$ cat src/verilog/bpu_pkg.sv
//////////////////////////////////////////////////
// shared definitions for the branch predictor
// widths, table types, branch types, correction and
// prediction records, plus the index/tag/counter
// helpers used by the tables and the control logic
//////////////////////////////////////////////////
package bpu_pkg;

    localparam logic [31:0] BPU_INIT_PC = 32'h1c00_0000; // fetch address after reset

    localparam int BPU_BTB_LEN     = 9;  // btb / bht index width
    localparam int BPU_BTB_DEPTH   = 1 << BPU_BTB_LEN;
    localparam int BPU_TAG_LEN     = 5;  // tag from pc[16:12]
    localparam int BPU_HISTORY_LEN = 5;  // local history bits
    localparam int BPU_PHT_PC_LEN  = 8;  // pc[10:3] in pattern index
    localparam int BPU_PHT_LEN     = BPU_HISTORY_LEN + BPU_PHT_PC_LEN;
    localparam int BPU_PHT_DEPTH   = 1 << BPU_PHT_LEN;
    localparam int BPU_RAS_LEN     = 3;  // stack pointer width
    localparam int BPU_RAS_DEPTH   = 1 << BPU_RAS_LEN;

    typedef logic [31:0]                addr_t;
    typedef logic [BPU_BTB_LEN-1:0]     btb_idx_t;
    typedef logic [BPU_TAG_LEN-1:0]     btb_tag_t;
    typedef logic [BPU_HISTORY_LEN-1:0] history_t;
    typedef logic [BPU_PHT_LEN-1:0]     pht_idx_t;
    typedef logic [1:0]                 scnt_t;    // 2-bit saturating counter
    typedef logic [BPU_RAS_LEN-1:0]     ras_ptr_t;

    typedef enum logic [1:0] {
        BR_NORMAL = 2'd0, // conditional
        BR_JUMP   = 2'd1, // unconditional, direct
        BR_CALL   = 2'd2,
        BR_RET    = 2'd3
    } br_type_e;

    typedef struct packed {
        logic     is_branch;
        br_type_e br_type;
        btb_tag_t tag;
        addr_t    target_pc;
    } btb_entry_t;

    // one resolved branch from the backend
    typedef struct packed {
        logic     update;      // record is meaningful
        addr_t    pc;
        addr_t    target_pc;
        logic     is_branch;
        br_type_e branch_type;
        logic     taken;       // resolved direction
        logic     type_miss;
        logic     target_miss;
        scnt_t    scnt;        // counter seen at predict time
        history_t history;     // history seen at predict time
    } correct_info_t;

    typedef struct packed {
        addr_t    target_pc;
        addr_t    next_pc;
        logic     is_branch;
        br_type_e br_type;
        logic     taken;
        scnt_t    scnt;
        logic     need_update; // no btb entry for this slot
        history_t history;
    } predict_info_t;

    typedef struct packed {
        predict_info_t [1:0] predict_infos;
        addr_t               pc;   // group pc as fetched
        logic [1:0]          mask; // valid slots in the group
    } bpu_packet_t;

    // folds pc[17:9] onto pc[11:3], tied to BPU_BTB_LEN == 9
    function automatic btb_idx_t btb_hash(input addr_t pc);
        return pc[17:9] ^ pc[11:3];
    endfunction

    function automatic btb_tag_t btb_get_tag(input addr_t pc);
        return pc[BPU_TAG_LEN+12-1:12];
    endfunction

    // one step toward 3 when taken, toward 0 when not
    function automatic scnt_t next_scnt(input scnt_t last, input logic taken);
        case (last)
            2'b00:   return {1'b0, taken};  // strongly not taken
            2'b01:   return {taken, 1'b0};  // weakly not taken
            2'b10:   return {taken, 1'b1};  // weakly taken
            default: return {1'b1, taken};  // strongly taken
        endcase
    endfunction

endpackage
$ cat src/verilog/bpu_ras.sv
//////////////////////////////////////////////////
// return address stack, trained by the backend
// resolved calls push pc + 4, resolved returns pop
// top_o is the predicted return target
//////////////////////////////////////////////////
`timescale 1ns/1ps

module bpu_ras import bpu_pkg::*; (
    input  logic          clk,
    input  logic          rst_n,
    input  correct_info_t correct_i,
    output addr_t         top_o
);

    addr_t    stack [BPU_RAS_DEPTH];
    ras_ptr_t top_ptr; // newest entry
    ras_ptr_t w_ptr;   // slot above top
    logic     push;
    logic     pop;

    initial begin
        for (int j = 0; j < BPU_RAS_DEPTH; j++) begin
            stack[j] = '0;
        end
    end

    assign push = correct_i.update & (correct_i.branch_type == BR_CALL);
    assign pop  = correct_i.update & (correct_i.branch_type == BR_RET);

    always_ff @(posedge clk) begin
        if (!rst_n) begin
            top_ptr <= '1;
            w_ptr   <= '0;
        end else if (push) begin
            top_ptr <= w_ptr;
            w_ptr   <= w_ptr + 1'b1; // wraps, oldest entry overwritten
        end else if (pop) begin
            w_ptr   <= top_ptr;
            top_ptr <= top_ptr - 1'b1;
        end
    end

    always_ff @(posedge clk) begin
        if (push) begin
            stack[w_ptr] <= correct_i.pc + 32'd4;
        end
    end

    assign top_o = stack[top_ptr];

    a_no_push_pop: assert property (@(posedge clk) disable iff (!rst_n) !(push && pop))
        else $error("bpu_ras: call and return in one record");

endmodule

$ cat config.mk
export PLATFORM = sky130hd
export DESIGN_NAME = bpu_ras
export DESIGN_NICKNAME = d
export VERILOG_FILES = /design/src/verilog/bpu_pkg.sv /design/src/verilog/bpu_ras.sv
export SDC_FILE = /design/constraint.sdc
export NUM_CORES = 1
export LEC_CHECK = 0
export ABC_AREA = 1
export BUFFER_PORTS_ARGS = -buffer_cell sky130_fd_sc_hd__buf_4
export CORE_MARGIN = 5
export CORE_UTILIZATION = 50
export CTS_CLUSTER_SIZE = 16
export DETAILED_ROUTE_END_ITERATION = 16
export GPL_TIMING_DRIVEN = 0
export HOLD_SLACK_MARGIN = 0.15
export PLACE_DENSITY = 0.65
export SYNTH_ARGS = -nofsm -noshare
export SYNTH_HDL_FRONTEND = slang
export SYNTH_SLANG_ARGS = --single-unit
$ cat constraint.sdc
create_clock -name clk -period 2.6 [get_ports clk]
set_input_delay 0.13 -clock clk [delete_from_list [all_inputs] [get_ports clk]]
set_output_delay 0.13 -clock clk [all_outputs]
set_load 0.02 [all_outputs]
* Word-level counts from Yosys, hierarchy flattened
Memory sizes are Yosys's and may differ from the RTL's. A register that Yosys moved wholly into a read port is not among the register bits.
Index checks and enable logic that the tools add are counted.
** Cells by class
- $add $sub $neg :: 3
- Mux-type cells :: 8
- Bitwise operators :: 2
- Equal/unequal tests :: 2
- Reductions and logical operators :: 1
** Operators by type and width (count)
- $add 32x3->32 const B :: 1
- $mux 3 :: 6
- $eq 2x2->1 const B :: 2
- $add 3x1->3 const B :: 1
- $sub 3x1->3 const B :: 1
- $and 1x1->1 :: 2
- $mux 1 :: 2
- $reduce_bool 2->1 :: 1
** Word-level totals
- Output and inout port bits :: 32
- Register bits :: 6
- Memories kept :: 1
- RAM bits :: 256
** Memories
- stack :: words 8, width 32, read ports 1, clocked after Yosys merged registers in 1, write ports 1, line bpu_ras.sv:15 : addr_t stack [BPU_RAS_DEPTH];

* Logic depth before layout (Yosys ltp)
- Depth after elaboration :: 6
- Mapped depth :: 9

* Least setup slack after synthesis
Ideal clock, no wire load.
- Path kind :: in2reg
- Start point :: input port correct_i[10] in the netlist's numbering
- End point :: memory stack[1][0] in the netlist's numbering, enable pin
- Data required time :: 2179 ps
- Cell stages on the path :: 4
- Path slack :: 229 ps
- Arrival :: 1949 ps
- Path through :: clkbuf_1 nor2_1 nand2_1 nor2_1
** Between the ends
- Word-level cells in the longest chain between the ends :: 4
** RTL lines
- start, declared :: line bpu_ras.sv:11 : input correct_info_t correct_i,
- $eq 2x2->1 :: line bpu_ras.sv:27 : assign push = correct_i.update & (correct_i.branch_type == BR_CALL);
- $and 1x1->1 :: line bpu_ras.sv:27
- $mux 1 :: line bpu_ras.sv:44 : if (push) begin
- $mux 1 (implied by the code) :: line bpu_ras.sv:45 : stack[w_ptr] <= correct_i.pc + 32'd4;
- end, declared :: line bpu_ras.sv:15
Every way passes these cells.

==> key figures <==
Timing
  – Final worst hold slack: 179 ps
  – Slew Viols, Final: 0
  – Skew final: 5.87 ps
  – F_max: 397 MHz
  – Unrepaired setup endpoints after global routing: no
  – Setup TNS: 0 ps
  – Slew margin rel.: 49.9%
  – Tmin final: 2520 ps
  – Final worst-path cycle share: 96.9%
  – Slew @ Worst Pin: 751 ps
  – Final hold viol count: 0
  – Setup-failing EPs final: 0

Synthesis
  – Warnings from Yosys: 0
  – Seq/Total Area, Yosys: 69.7%
  – Cell taking the most area after synthesis: edfxtp_1
  – Syn_area_per_cell: 10.9 um2
  – Synth top area share: 68.1%
  – Seq cells post-synth: 265
  – Mapped Cells: 1,034
  – Synthesized area: 11,300 um2
  – Synth unique cells: 26
  – Synthesized Nets: 1,117
  – Area contributors post-synth: edfxtp_1 (68%), nor2_1 (8.1%), nand2_1 (6.6%)

Cells and area
  – Non-filler cells, final: 1,470
  – Multi-input logic area: 3070 um2
  – Most frequent cells in the layout: edfxtp_1 (256), nor2_1 (235), nand2_1 (198), o21ai_0 (131), buf_4 (72)
  – Post-route cell area: 13,600 um2
  – ANT cells: 0
  – Commonest non-fill, non-tap cell in the layout: edfxtp_1
  – Area delta synth->final: 20.1%
  – Layout cell share with drive strength beyond 1: 12.8%
  – Register area: 7870 um2
  – Fillers: 1,769
  – Fin nets: 1,253

Floorplanning
  – Die width: 160 um
  – Num ports: 112
  – Die area: 25,700 um2
  – Core ar.: 22,400 um2
  – Site row count: 55
  – Die Height: 160 um
  – Starting Density: 50.3%

Placement
  – Placed insts: 1,394
  – Placed cell area: 12,400 um2
  – DPL Wire Length: 19.1 mm
  – Final RePlAce weighted congestion: 0.890
  – Input/output buffers: 67

Routing
  – Initial DRC Count: 1,035
  – DR vias/cell: 5.44
  – Wire length per cell: 20.3 um
  – Pre-antenna DRT Iters: 5
  – Post-route ant nets: 0
  – Drt total wl: 29.8 mm
  – Via count: 7,990
  – DRC violations left: 0

Worst setup path
  – Setup CP Type: reg -> out
  – CP max stage cell: clkbuf_1
  – CP top delay family: buffers and inverters
  – Flop-to-flop setup slack: 740 ps
  – Buf/Inv on CP: 3
  – Worst EP arrival: 2390 ps
  – CP peak stage delay: 510 ps
  – Crit path launch type: flop
  – CP cell instances: buf_4 -> clkbuf_1 -> o21ai_0 -> o21ai_1 -> nand2_1 -> nand2_1 -> buf_4
  – Crit-path max FO: 10
  – CP endpoint kind: primary output
  – Critical path data required time: 2470 ps

Clock tree
  – Num CTS Buffers: 27
  – CTS tree: done
  – Clk buf depth: 3
  – Worst skew pair latency: 520 ps
  – Post-CTS sizing: 0
  – Post-CTS setup buffers: 0
  – H-tree levels: 1
  – TritonCTS Sinks: 265
  – Clk root buf: clkbuf_16
  – CTS clk-pin slew, worst paths: 60 ps

Power
  – Max IR drop VDD: 0.483 mV
  – PwrDens: 694 nW/um2
  – P_leak: 4.93 nW

Global routing
  – Global-route wire length before repair: 45.6 mm
  – Gr usage total: 23.1%
  – Largest net degree at the start of global routing: 27
  – Overflow after GRT: 0
  – Vias in the first global route: 8,076
  – Initial antenna violation count: 0

Status
  – Status: completed

Min path
  – Hold Path Class: in -> reg

Job
  – Max Cap Viol: 0
==> power breakdown <==
group | switching (W) | internal (W) | total, W
clock network | 0.00152 | 0.00221 | 0.00373
logic | 0.000612 | 0.000326 | 0.000939
registers | 0.0000131 | 0.00473 | 0.00474
==> layer usage <==
metal	vias to the layer above	wire, um	track usage (%)
li1	3828	-	-
met4	0	628	5.79
met2	295	14600	38.6
met1	3810	12600	32.4
met3	57	2060	3.05
met5	-	0	0
==> area by class of cell <==
type	instances	area share [%]
Buffer	50	2.14
Clock buffer	39	5.61
Clock inverter	5	0.591
Inverter	30	0.831
Multi-Input combinational cell	689	22.7
Sequential cell	265	58.1
Tap cell	285	2.63
Timing Repair Buffer	107	7.48
==> synth_stat cells <==
| master | count |
|---|---|
| dfxtp_1 | 9 |
| buf_2 | 11 |
| xnor2_1 | 5 |
| nor3_1 | 1 |
| nand3_1 | 13 |
| buf_1 | 3 |
| nand2_2 | 1 |
| nor2_2 | 1 |
| o21ai_1 | 67 |
| clkbuf_2 | 5 |
| edfxtp_1 | 256 |
| o21ai_0 | 131 |
| xor2_1 | 10 |
| buf_4 | 5 |
| buf_6 | 7 |
| buf_8 | 1 |
| o22ai_1 | 1 |
| nand3b_1 | 5 |
| inv_1 | 30 |
| clkbuf_1 | 18 |
| nand2_1 | 198 |
| a21oi_1 | 6 |
| nor2_1 | 243 |
| nand4_1 | 1 |
| ha_1 | 3 |
| nor2_4 | 3 |
==> stage by stage <==
stage                     worst slack, ps  total power (W)  utilization, %
after floorplan                       229          0.00534               -
after detailed placement              556          0.00573            55.2
after global routing                 6.36          0.00969            60.4
after CTS                            85.4          0.00944            60.4
after global placement              -1320          0.00570            54.1
final                                79.6          0.00941            60.4
==> logic make-up after synthesis <==
family,share of synthesized area [%]
simple gates,16.1
flops,69.7
compound gates,9.11
buf+inv,3.57
xor+xnor,1.16
fa+ha+maj,0.333
==> final timing paths <==
| path | start | endpoint | cells after the start |
|---|---|---|---|
| hold reg to reg | top_ptr[2]$_SDFFE_PN1N_ | flop | 2 |
| hold / removal | correct_i[70] | stack[4][25]$_DFFE_PP_ | 3 |
| setup reg to reg | w_ptr[0]$_SDFFE_PN0N_ | stack[7][20]$_DFFE_PP_ | 3 |
| setup / recovery | flop | top_o[3] | 7 |
==> state kept, by name, indices dropped and copies added, names as in the netlist, named ones only <==
signal / flops
stack: 256
top_ptr: 3
w_ptr: 3
==> worst min-delay path, delay by kind of cell <==
family / cells / cell delay, ps
AND/OR/NAND/NOR: 2 / 280
buffers and inverters: 1 / 110
==> repair_timing <==
item	CTS	global route
setup endpoints to repair	0	0
hold buffers	32	0
hold endpoints to repair	209	0
(Power assumes the default switching activity.)
