<file path="config.mk">
export PLATFORM = sky130hd
export DESIGN_NAME = bpu_ctrl
export DESIGN_NICKNAME = d
export VERILOG_FILES = /design/src/verilog/bpu_pkg.sv /design/src/verilog/bpu_ctrl.sv
export SDC_FILE = /design/constraint.sdc
export NUM_CORES = 1
export LEC_CHECK = 0
export BUFFER_PORTS_ARGS = -buffer_cell sky130_fd_sc_hd__buf_2
export CORE_AREA = 5 5 239 241
export CTS_CLUSTER_DIAMETER = 60
export CTS_CLUSTER_SIZE = 40
export DETAILED_ROUTE_END_ITERATION = 12
export DIE_AREA = 0 0 244 246
export PLACE_DENSITY_LB_ADDON = 0.3
export RECOVER_POWER = 100
export SYNTH_ARGS = -nofsm -noshare
export SYNTH_HDL_FRONTEND = slang
export SYNTH_SLANG_ARGS = --single-unit
</file>
<file path="constraint.sdc">
create_clock -name clk -period 3.2 [get_ports clk]
set_input_delay 0.8 -clock clk [delete_from_list [all_inputs] [get_ports clk]]
set_output_delay 0.8 -clock clk [all_outputs]
set_load 0.005 [all_outputs]
</file>
<file path="src/verilog/bpu_pkg.sv">
//////////////////////////////////////////////////
// shared definitions for the branch predictor
// widths, table types, branch types, correction and
// prediction records, plus the index/tag/counter
// helpers used by the tables and the control logic
//////////////////////////////////////////////////
package bpu_pkg;

    localparam logic [31:0] BPU_INIT_PC = 32'h1c00_0000; // fetch address after reset

    localparam int BPU_BTB_LEN     = 9;  // btb / bht index width
    localparam int BPU_BTB_DEPTH   = 1 << BPU_BTB_LEN;
    localparam int BPU_TAG_LEN     = 5;  // tag from pc[16:12]
    localparam int BPU_HISTORY_LEN = 5;  // local history bits
    localparam int BPU_PHT_PC_LEN  = 8;  // pc[10:3] in pattern index
    localparam int BPU_PHT_LEN     = BPU_HISTORY_LEN + BPU_PHT_PC_LEN;
    localparam int BPU_PHT_DEPTH   = 1 << BPU_PHT_LEN;
    localparam int BPU_RAS_LEN     = 3;  // stack pointer width
    localparam int BPU_RAS_DEPTH   = 1 << BPU_RAS_LEN;

    typedef logic [31:0]                addr_t;
    typedef logic [BPU_BTB_LEN-1:0]     btb_idx_t;
    typedef logic [BPU_TAG_LEN-1:0]     btb_tag_t;
    typedef logic [BPU_HISTORY_LEN-1:0] history_t;
    typedef logic [BPU_PHT_LEN-1:0]     pht_idx_t;
    typedef logic [1:0]                 scnt_t;    // 2-bit saturating counter
    typedef logic [BPU_RAS_LEN-1:0]     ras_ptr_t;

    typedef enum logic [1:0] {
        BR_NORMAL = 2'd0, // conditional
        BR_JUMP   = 2'd1, // unconditional, direct
        BR_CALL   = 2'd2,
        BR_RET    = 2'd3
    } br_type_e;

    typedef struct packed {
        logic     is_branch;
        br_type_e br_type;
        btb_tag_t tag;
        addr_t    target_pc;
    } btb_entry_t;

    // one resolved branch from the backend
    typedef struct packed {
        logic     update;      // record is meaningful
        addr_t    pc;
        addr_t    target_pc;
        logic     is_branch;
        br_type_e branch_type;
        logic     taken;       // resolved direction
        logic     type_miss;
        logic     target_miss;
        scnt_t    scnt;        // counter seen at predict time
        history_t history;     // history seen at predict time
    } correct_info_t;

    typedef struct packed {
        addr_t    target_pc;
        addr_t    next_pc;
        logic     is_branch;
        br_type_e br_type;
        logic     taken;
        scnt_t    scnt;
        logic     need_update; // no btb entry for this slot
        history_t history;
    } predict_info_t;

    typedef struct packed {
        predict_info_t [1:0] predict_infos;
        addr_t               pc;   // group pc as fetched
        logic [1:0]          mask; // valid slots in the group
    } bpu_packet_t;

    // folds pc[17:9] onto pc[11:3], tied to BPU_BTB_LEN == 9
    function automatic btb_idx_t btb_hash(input addr_t pc);
        return pc[17:9] ^ pc[11:3];
    endfunction

    function automatic btb_tag_t btb_get_tag(input addr_t pc);
        return pc[BPU_TAG_LEN+12-1:12];
    endfunction

    // one step toward 3 when taken, toward 0 when not
    function automatic scnt_t next_scnt(input scnt_t last, input logic taken);
        case (last)
            2'b00:   return {1'b0, taken};  // strongly not taken
            2'b01:   return {taken, 1'b0};  // weakly not taken
            2'b10:   return {taken, 1'b1};  // weakly taken
            default: return {1'b1, taken};  // strongly taken
        endcase
    endfunction

endpackage
</file>
<file path="src/verilog/bpu_ctrl.sv">
//////////////////////////////////////////////////
// predictor control
// holds the fetch pc, picks the correction record sent
// to the tables, decides per-slot branches from the
// table reads and assembles the prediction packet
// everything after the pc register is combinational
//////////////////////////////////////////////////
`timescale 1ns/1ps

module bpu_ctrl import bpu_pkg::*; (
    input  logic                clk,
    input  logic                rst_n,
    input  logic                flush_i,
    input  addr_t               redir_addr_i,
    input  correct_info_t [1:0] correct_infos_i,
    input  logic                fetch_ready_i,
    input  btb_entry_t [1:0]    btb_rdata_i,
    input  logic [1:0]          btb_hit_i,
    input  history_t [1:0]      hist_i,
    input  scnt_t [1:0]         scnt_i,
    input  addr_t               ras_top_i,
    output addr_t               pc_o,
    output correct_info_t       correct_sel_o,
    output logic                pred_valid_o,
    output bpu_packet_t         pred_o
);

    addr_t        pc;
    addr_t        pc_next;     // next group to fetch
    addr_t        pc_add_8;    // next aligned group
    addr_t        slot0_fall;  // base + 4
    logic [1:0]   branch;      // slot leaves the straight line
    logic [1:0]   mask;
    addr_t [1:0]  target_pc;
    addr_t [1:0]  next_pc;

    // first record with update set wins
    assign correct_sel_o = correct_infos_i[0].update ? correct_infos_i[0] : correct_infos_i[1];

    always_ff @(posedge clk) begin
        if (!rst_n) begin
            pc <= BPU_INIT_PC;
        end else if (flush_i) begin
            pc <= redir_addr_i; // redirect has priority over prediction
        end else if (fetch_ready_i) begin
            pc <= pc_next;
        end
    end

    assign pc_add_8   = {pc[31:3] + 29'd1, 3'b000};
    assign slot0_fall = {pc[31:3], 3'b100};

    always_comb begin
        for (int i = 0; i < 2; i++) begin
            // unconditional types always go, conditional follow counter msb
            branch[i]    = btb_hit_i[i] & ((btb_rdata_i[i].br_type != BR_NORMAL) | scnt_i[i][1]);
            target_pc[i] = (btb_rdata_i[i].br_type == BR_RET) ? ras_top_i
                                                              : btb_rdata_i[i].target_pc;
        end
        next_pc[0] = branch[0] ? target_pc[0] : slot0_fall;
        next_pc[1] = branch[1] ? target_pc[1] : pc_add_8;
    end

    always_comb begin
        pc_next = pc_add_8;
        if (branch[0] && !pc[2]) begin
            pc_next = next_pc[0]; // slot 0 only exists on an aligned pc
        end else if (branch[1]) begin
            pc_next = next_pc[1];
        end
    end

    // slot 1 dropped when slot 0 branches away
    assign mask = {~branch[0] | pc[2], ~pc[2]};

    always_comb begin
        for (int i = 0; i < 2; i++) begin
            pred_o.predict_infos[i].target_pc   = target_pc[i];
            pred_o.predict_infos[i].next_pc     = next_pc[i];
            pred_o.predict_infos[i].is_branch   = btb_rdata_i[i].is_branch;
            pred_o.predict_infos[i].br_type     = btb_rdata_i[i].br_type;
            pred_o.predict_infos[i].taken       = branch[i];
            pred_o.predict_infos[i].scnt        = scnt_i[i];
            pred_o.predict_infos[i].need_update = ~btb_hit_i[i]; // miss -> backend trains
            pred_o.predict_infos[i].history     = hist_i[i];
        end
        pred_o.pc   = pc;
        pred_o.mask = mask;
    end

    assign pc_o         = pc;
    assign pred_valid_o = rst_n; // a packet is ready every cycle out of reset

    // one packet per cycle, no bubbles once reset is released
    a_valid_out_of_reset: assert property (@(posedge clk) rst_n |-> pred_valid_o)
        else $error("bpu_ctrl: packet not valid out of reset");

endmodule

</file>
* After elaboration in Yosys (flattened, before gate mapping) *
Index checks and enable logic that the tools add are counted.

storage, ports and cells
  flip-flop bits (word level) = 32
  input port bits = 320
  output and inout bits = 297

cells by class
  equal/unequal tests = 2
  bitwise operators = 9
  reduce and logical (&&, ||, !) cells = 5
  add/sub/neg operators = 1
  multiplexer cells = 9

operators by type and width
  kind                   count
  $mux 32                8
  $mux 78                1
  $add 29x1->29 const B  1
  $reduce_bool 2->1      3
  $eq 2x2->1 const B     2
  $not 1->1              4
  $or 1x1->1             3
  $and 1x1->1            2
  $logic_and 1x1->1      1
  $logic_not 1->1        1

* Logic depth before layout (Yosys ltp) *
  depth in word-level cells = 8
  mapped depth = 9
  gate-level depth less buffers = 7

* Least setup slack after synthesis *
OpenSTA, ideal clock, no wires.

  path type = in2out
  from = input port btb_rdata_i[37] (netlist bit)
  to = output port pred_o[50] (netlist bit)
  setup slack = 0.332 ns
  stages = 6
  required time = 2.400 ns
  data arrival time = 2.068 ns
  cell sequence = nand2_1 > buf_2 > buf_2 > buf_2 > mux2i_1 > o21ai_0

RTL lines
  element          line            text
  start, declared  bpu_ctrl.sv:17  input btb_entry_t [1:0] btb_rdata_i,
  end, declared    bpu_ctrl.sv:25  output bpu_packet_t pred_o

==> qor.txt <==
cells along the critical path: nand4_2, or4_4, or3_1, a31oi_2, buf_2
Yosys reg bits: 32
final core utilization: 0.161
HPWL Detailed: 37000 um
cell taking the most area after synthesis: mux2_2
Core Area: 54700 um^2
register area share after synthesis: 0.128
most common cell after layout, fill and taps aside: buf_2
die area: 60000 um^2
layout cells sized above 1: 0.497
Synth area leaders: mux2_2, dfxtp_1, nand2_1
antenna violations before repair: 22
leakage: 4.25 nW
hold buffer count at CTS: 0
CP max stage cell: or4_4
grt ovf: 0
combinational power share: 0.560
RSZ-0062 raised after global routing: true
Relative slew margins: 0.198
Slew @ Worst Pin: 1200 ps
root buf cell: clkbuf_16
Tmin final: 3090 ps
Worst EP required: 2400 ps
vias post-DR: 7412
CP Launch Type: flop
Int Power: 1.28 mW
final worst-path cycle share: 0.966
synthesized area per cell: 7.12 um^2
cells after synthesis: 705
setup TNS: 0 ps
CTS buffer count: 5
dpl cells: 1941
final instance area: 8790 um^2
Mapped Nets: 1026
number of flip-flops in the largest register: 32
Clock Power Share: 0.228
YS warnings: 0
Initial Utilization: 0.0919
P_sw: 932 uW
DP Worst Slack: -57.2 ps
run status: finished, final reports clean
placed inst area: 8740 um^2
VDD IR max: 0.000142 V
worst min path class: flop to flop
Net Sw Frac: 0.422
Post-Route WL: 42400 um
DR iter-0 viols: 278
total track usage: 0.130
max-slew violations: 0
Reg power frac: 0.212
Setup WS post-layout: 108 ps
I/O pins: 617
Synth Cell Area: 5020 um^2
clk_lat worst skew: 290 ps
commonest cells after routing, fill and taps aside: buf_2, clkbuf_1, nand2_1
Nets: 1569
drt first pass iters: 4
drc violations: 0
max-cap viol count: 0
Port Buffers: 578
skew final: 9.43 ps
final setup violation count: 0
clock sinks: 32
first-pass GRT wire length: 56800 um
clock buffer depth: 2
post-layout instance count excluding filler cells: 1962
post-synth top area share: 0.274
Synth-to-Final Area Change: 75.1%
largest net degree at the start of global routing: 40
CTS tree: yes
wire per inst: 21.6 um
critical path fanouts, max: 6
GPL Wtd Cong: 0.887
routed vias/inst: 3.78
max frequency: 0.323 GHz
Post-DRT Antenna Nets: 0
PwrDens: 251 nW/um^2
chip height: 246 um
std cell rows: 86
vias in the first global route: 7712
WP buf/inv: 1
FILL cells: 6411
largest delay contributor family on the critical path: simple AND/OR/NAND/NOR gates
CP Capture Type: output port
H-tree depth: 2
Crit Path Class: flop to output port
Worst-path clk slew: 60 ps
die width: 244 um
final hold violations: 0
Worst path max stage delay: 660 ps
worst path arrival time: 2290 ps
Synth cell types: 39
## layout make-up
class                   instances  area [um^2]  area share
well taps                     704          881       0.100
inverters                      33          124      0.0141
repair buffers                640         3230       0.367
flip-flops and latches         32          648      0.0737
diodes                          9         22.5     0.00256
multi-input cells             536         3740       0.426
clock inverters                 3         18.8     0.00213
clock buffers                   5          125      0.0142
## path summary, 6_finish.rpt
kind / start / endpoint / slack, ps / cells past startpoint
setup / recovery: pc_o[10] / pred_o[145] / 110 / 5
hold / removal: pc_o[0] / pc_o[0] / 560 / 2
setup reg to reg: pc_o[2] / pc_o[12] / 820 / 5
hold reg to reg: pc_o[0] / pc_o[0] / 560 / 2
## metrics by stage
stage	hold slack (ps)	power (mW)
after floorplan	538	1.04
after global placement	541	1.78
after detailed placement	552	1.78
after CTS	560	2.31
after global routing	593	2.38
final	563	2.21
## synthesized netlist by cell type (all sizes together)
| cell | number |
|---|---|
| nor2 | 28 |
| nand2b | 1 |
| inv | 33 |
| or3 | 3 |
| xnor2 | 20 |
| a211oi | 1 |
| mux2i | 24 |
| or2 | 2 |
| a21o | 1 |
| o211ai | 6 |
| and2 | 3 |
| nor3 | 12 |
| o22ai | 6 |
| a31o | 2 |
| a221oi | 4 |
| dfxtp | 32 |
| o311ai | 2 |
| a22o | 10 |
| nand4 | 11 |
| a32o | 1 |
| buf | 64 |
| nand2 | 118 |
| xor2 | 3 |
| a31oi | 3 |
| nand3 | 16 |
| o21ai | 55 |
| o21a | 2 |
| or4 | 1 |
| clkbuf | 40 |
| mux2 | 122 |
| nor4 | 3 |
| o31ai | 2 |
| and3 | 19 |
| ha | 1 |
| a21oi | 54 |
## what timing repair did
action | in CTS | in global routing
hold endpoints to repair | 0 | 0
resized for setup | 12 | 10
buffers inserted | 4 | 0
pin swaps | 6 | 2
endpoints found under the setup margin | 7 | 8
## power by group through the flow
stage / combinational, mW / clock, mW / sequential [mW]
global placement: 1.30 / 0 / 0.475
detailed placement: 1.30 / 0 / 0.476
floorplan: 0.555 / 0 / 0.487
global route: 1.36 / 0.548 / 0.474
CTS: 1.31 / 0.533 / 0.469
finish: 1.24 / 0.504 / 0.468
## tightest hold or removal path: stages (launching register included)
cell,delay (ps)
dfxtp_1,330
a21oi_1,120
a21oi_1,70
## cell families after synthesis
group,Yosys count,synth area share
fa+ha+maj,1,0.00249
xor+xnor,23,0.0401
mux,146,0.321
compound gates,149,0.171
simple gates,217,0.194
buf+inv,137,0.143
flops,32,0.128
## routing by layer
layer | vias up | routed length (um) | share of wire | global-route usage
met4 | 10 | 1240 | 0.029 | 0.0533
li1 | 3522 | - | - | -
met2 | 370 | 21600 | 0.51 | 0.235
met1 | 3446 | 16400 | 0.39 | 0.146
met3 | 64 | 3120 | 0.074 | 0.0338
met5 | - | 48 | 0.0011 | 0
Power figures use the tool's default switching activity.
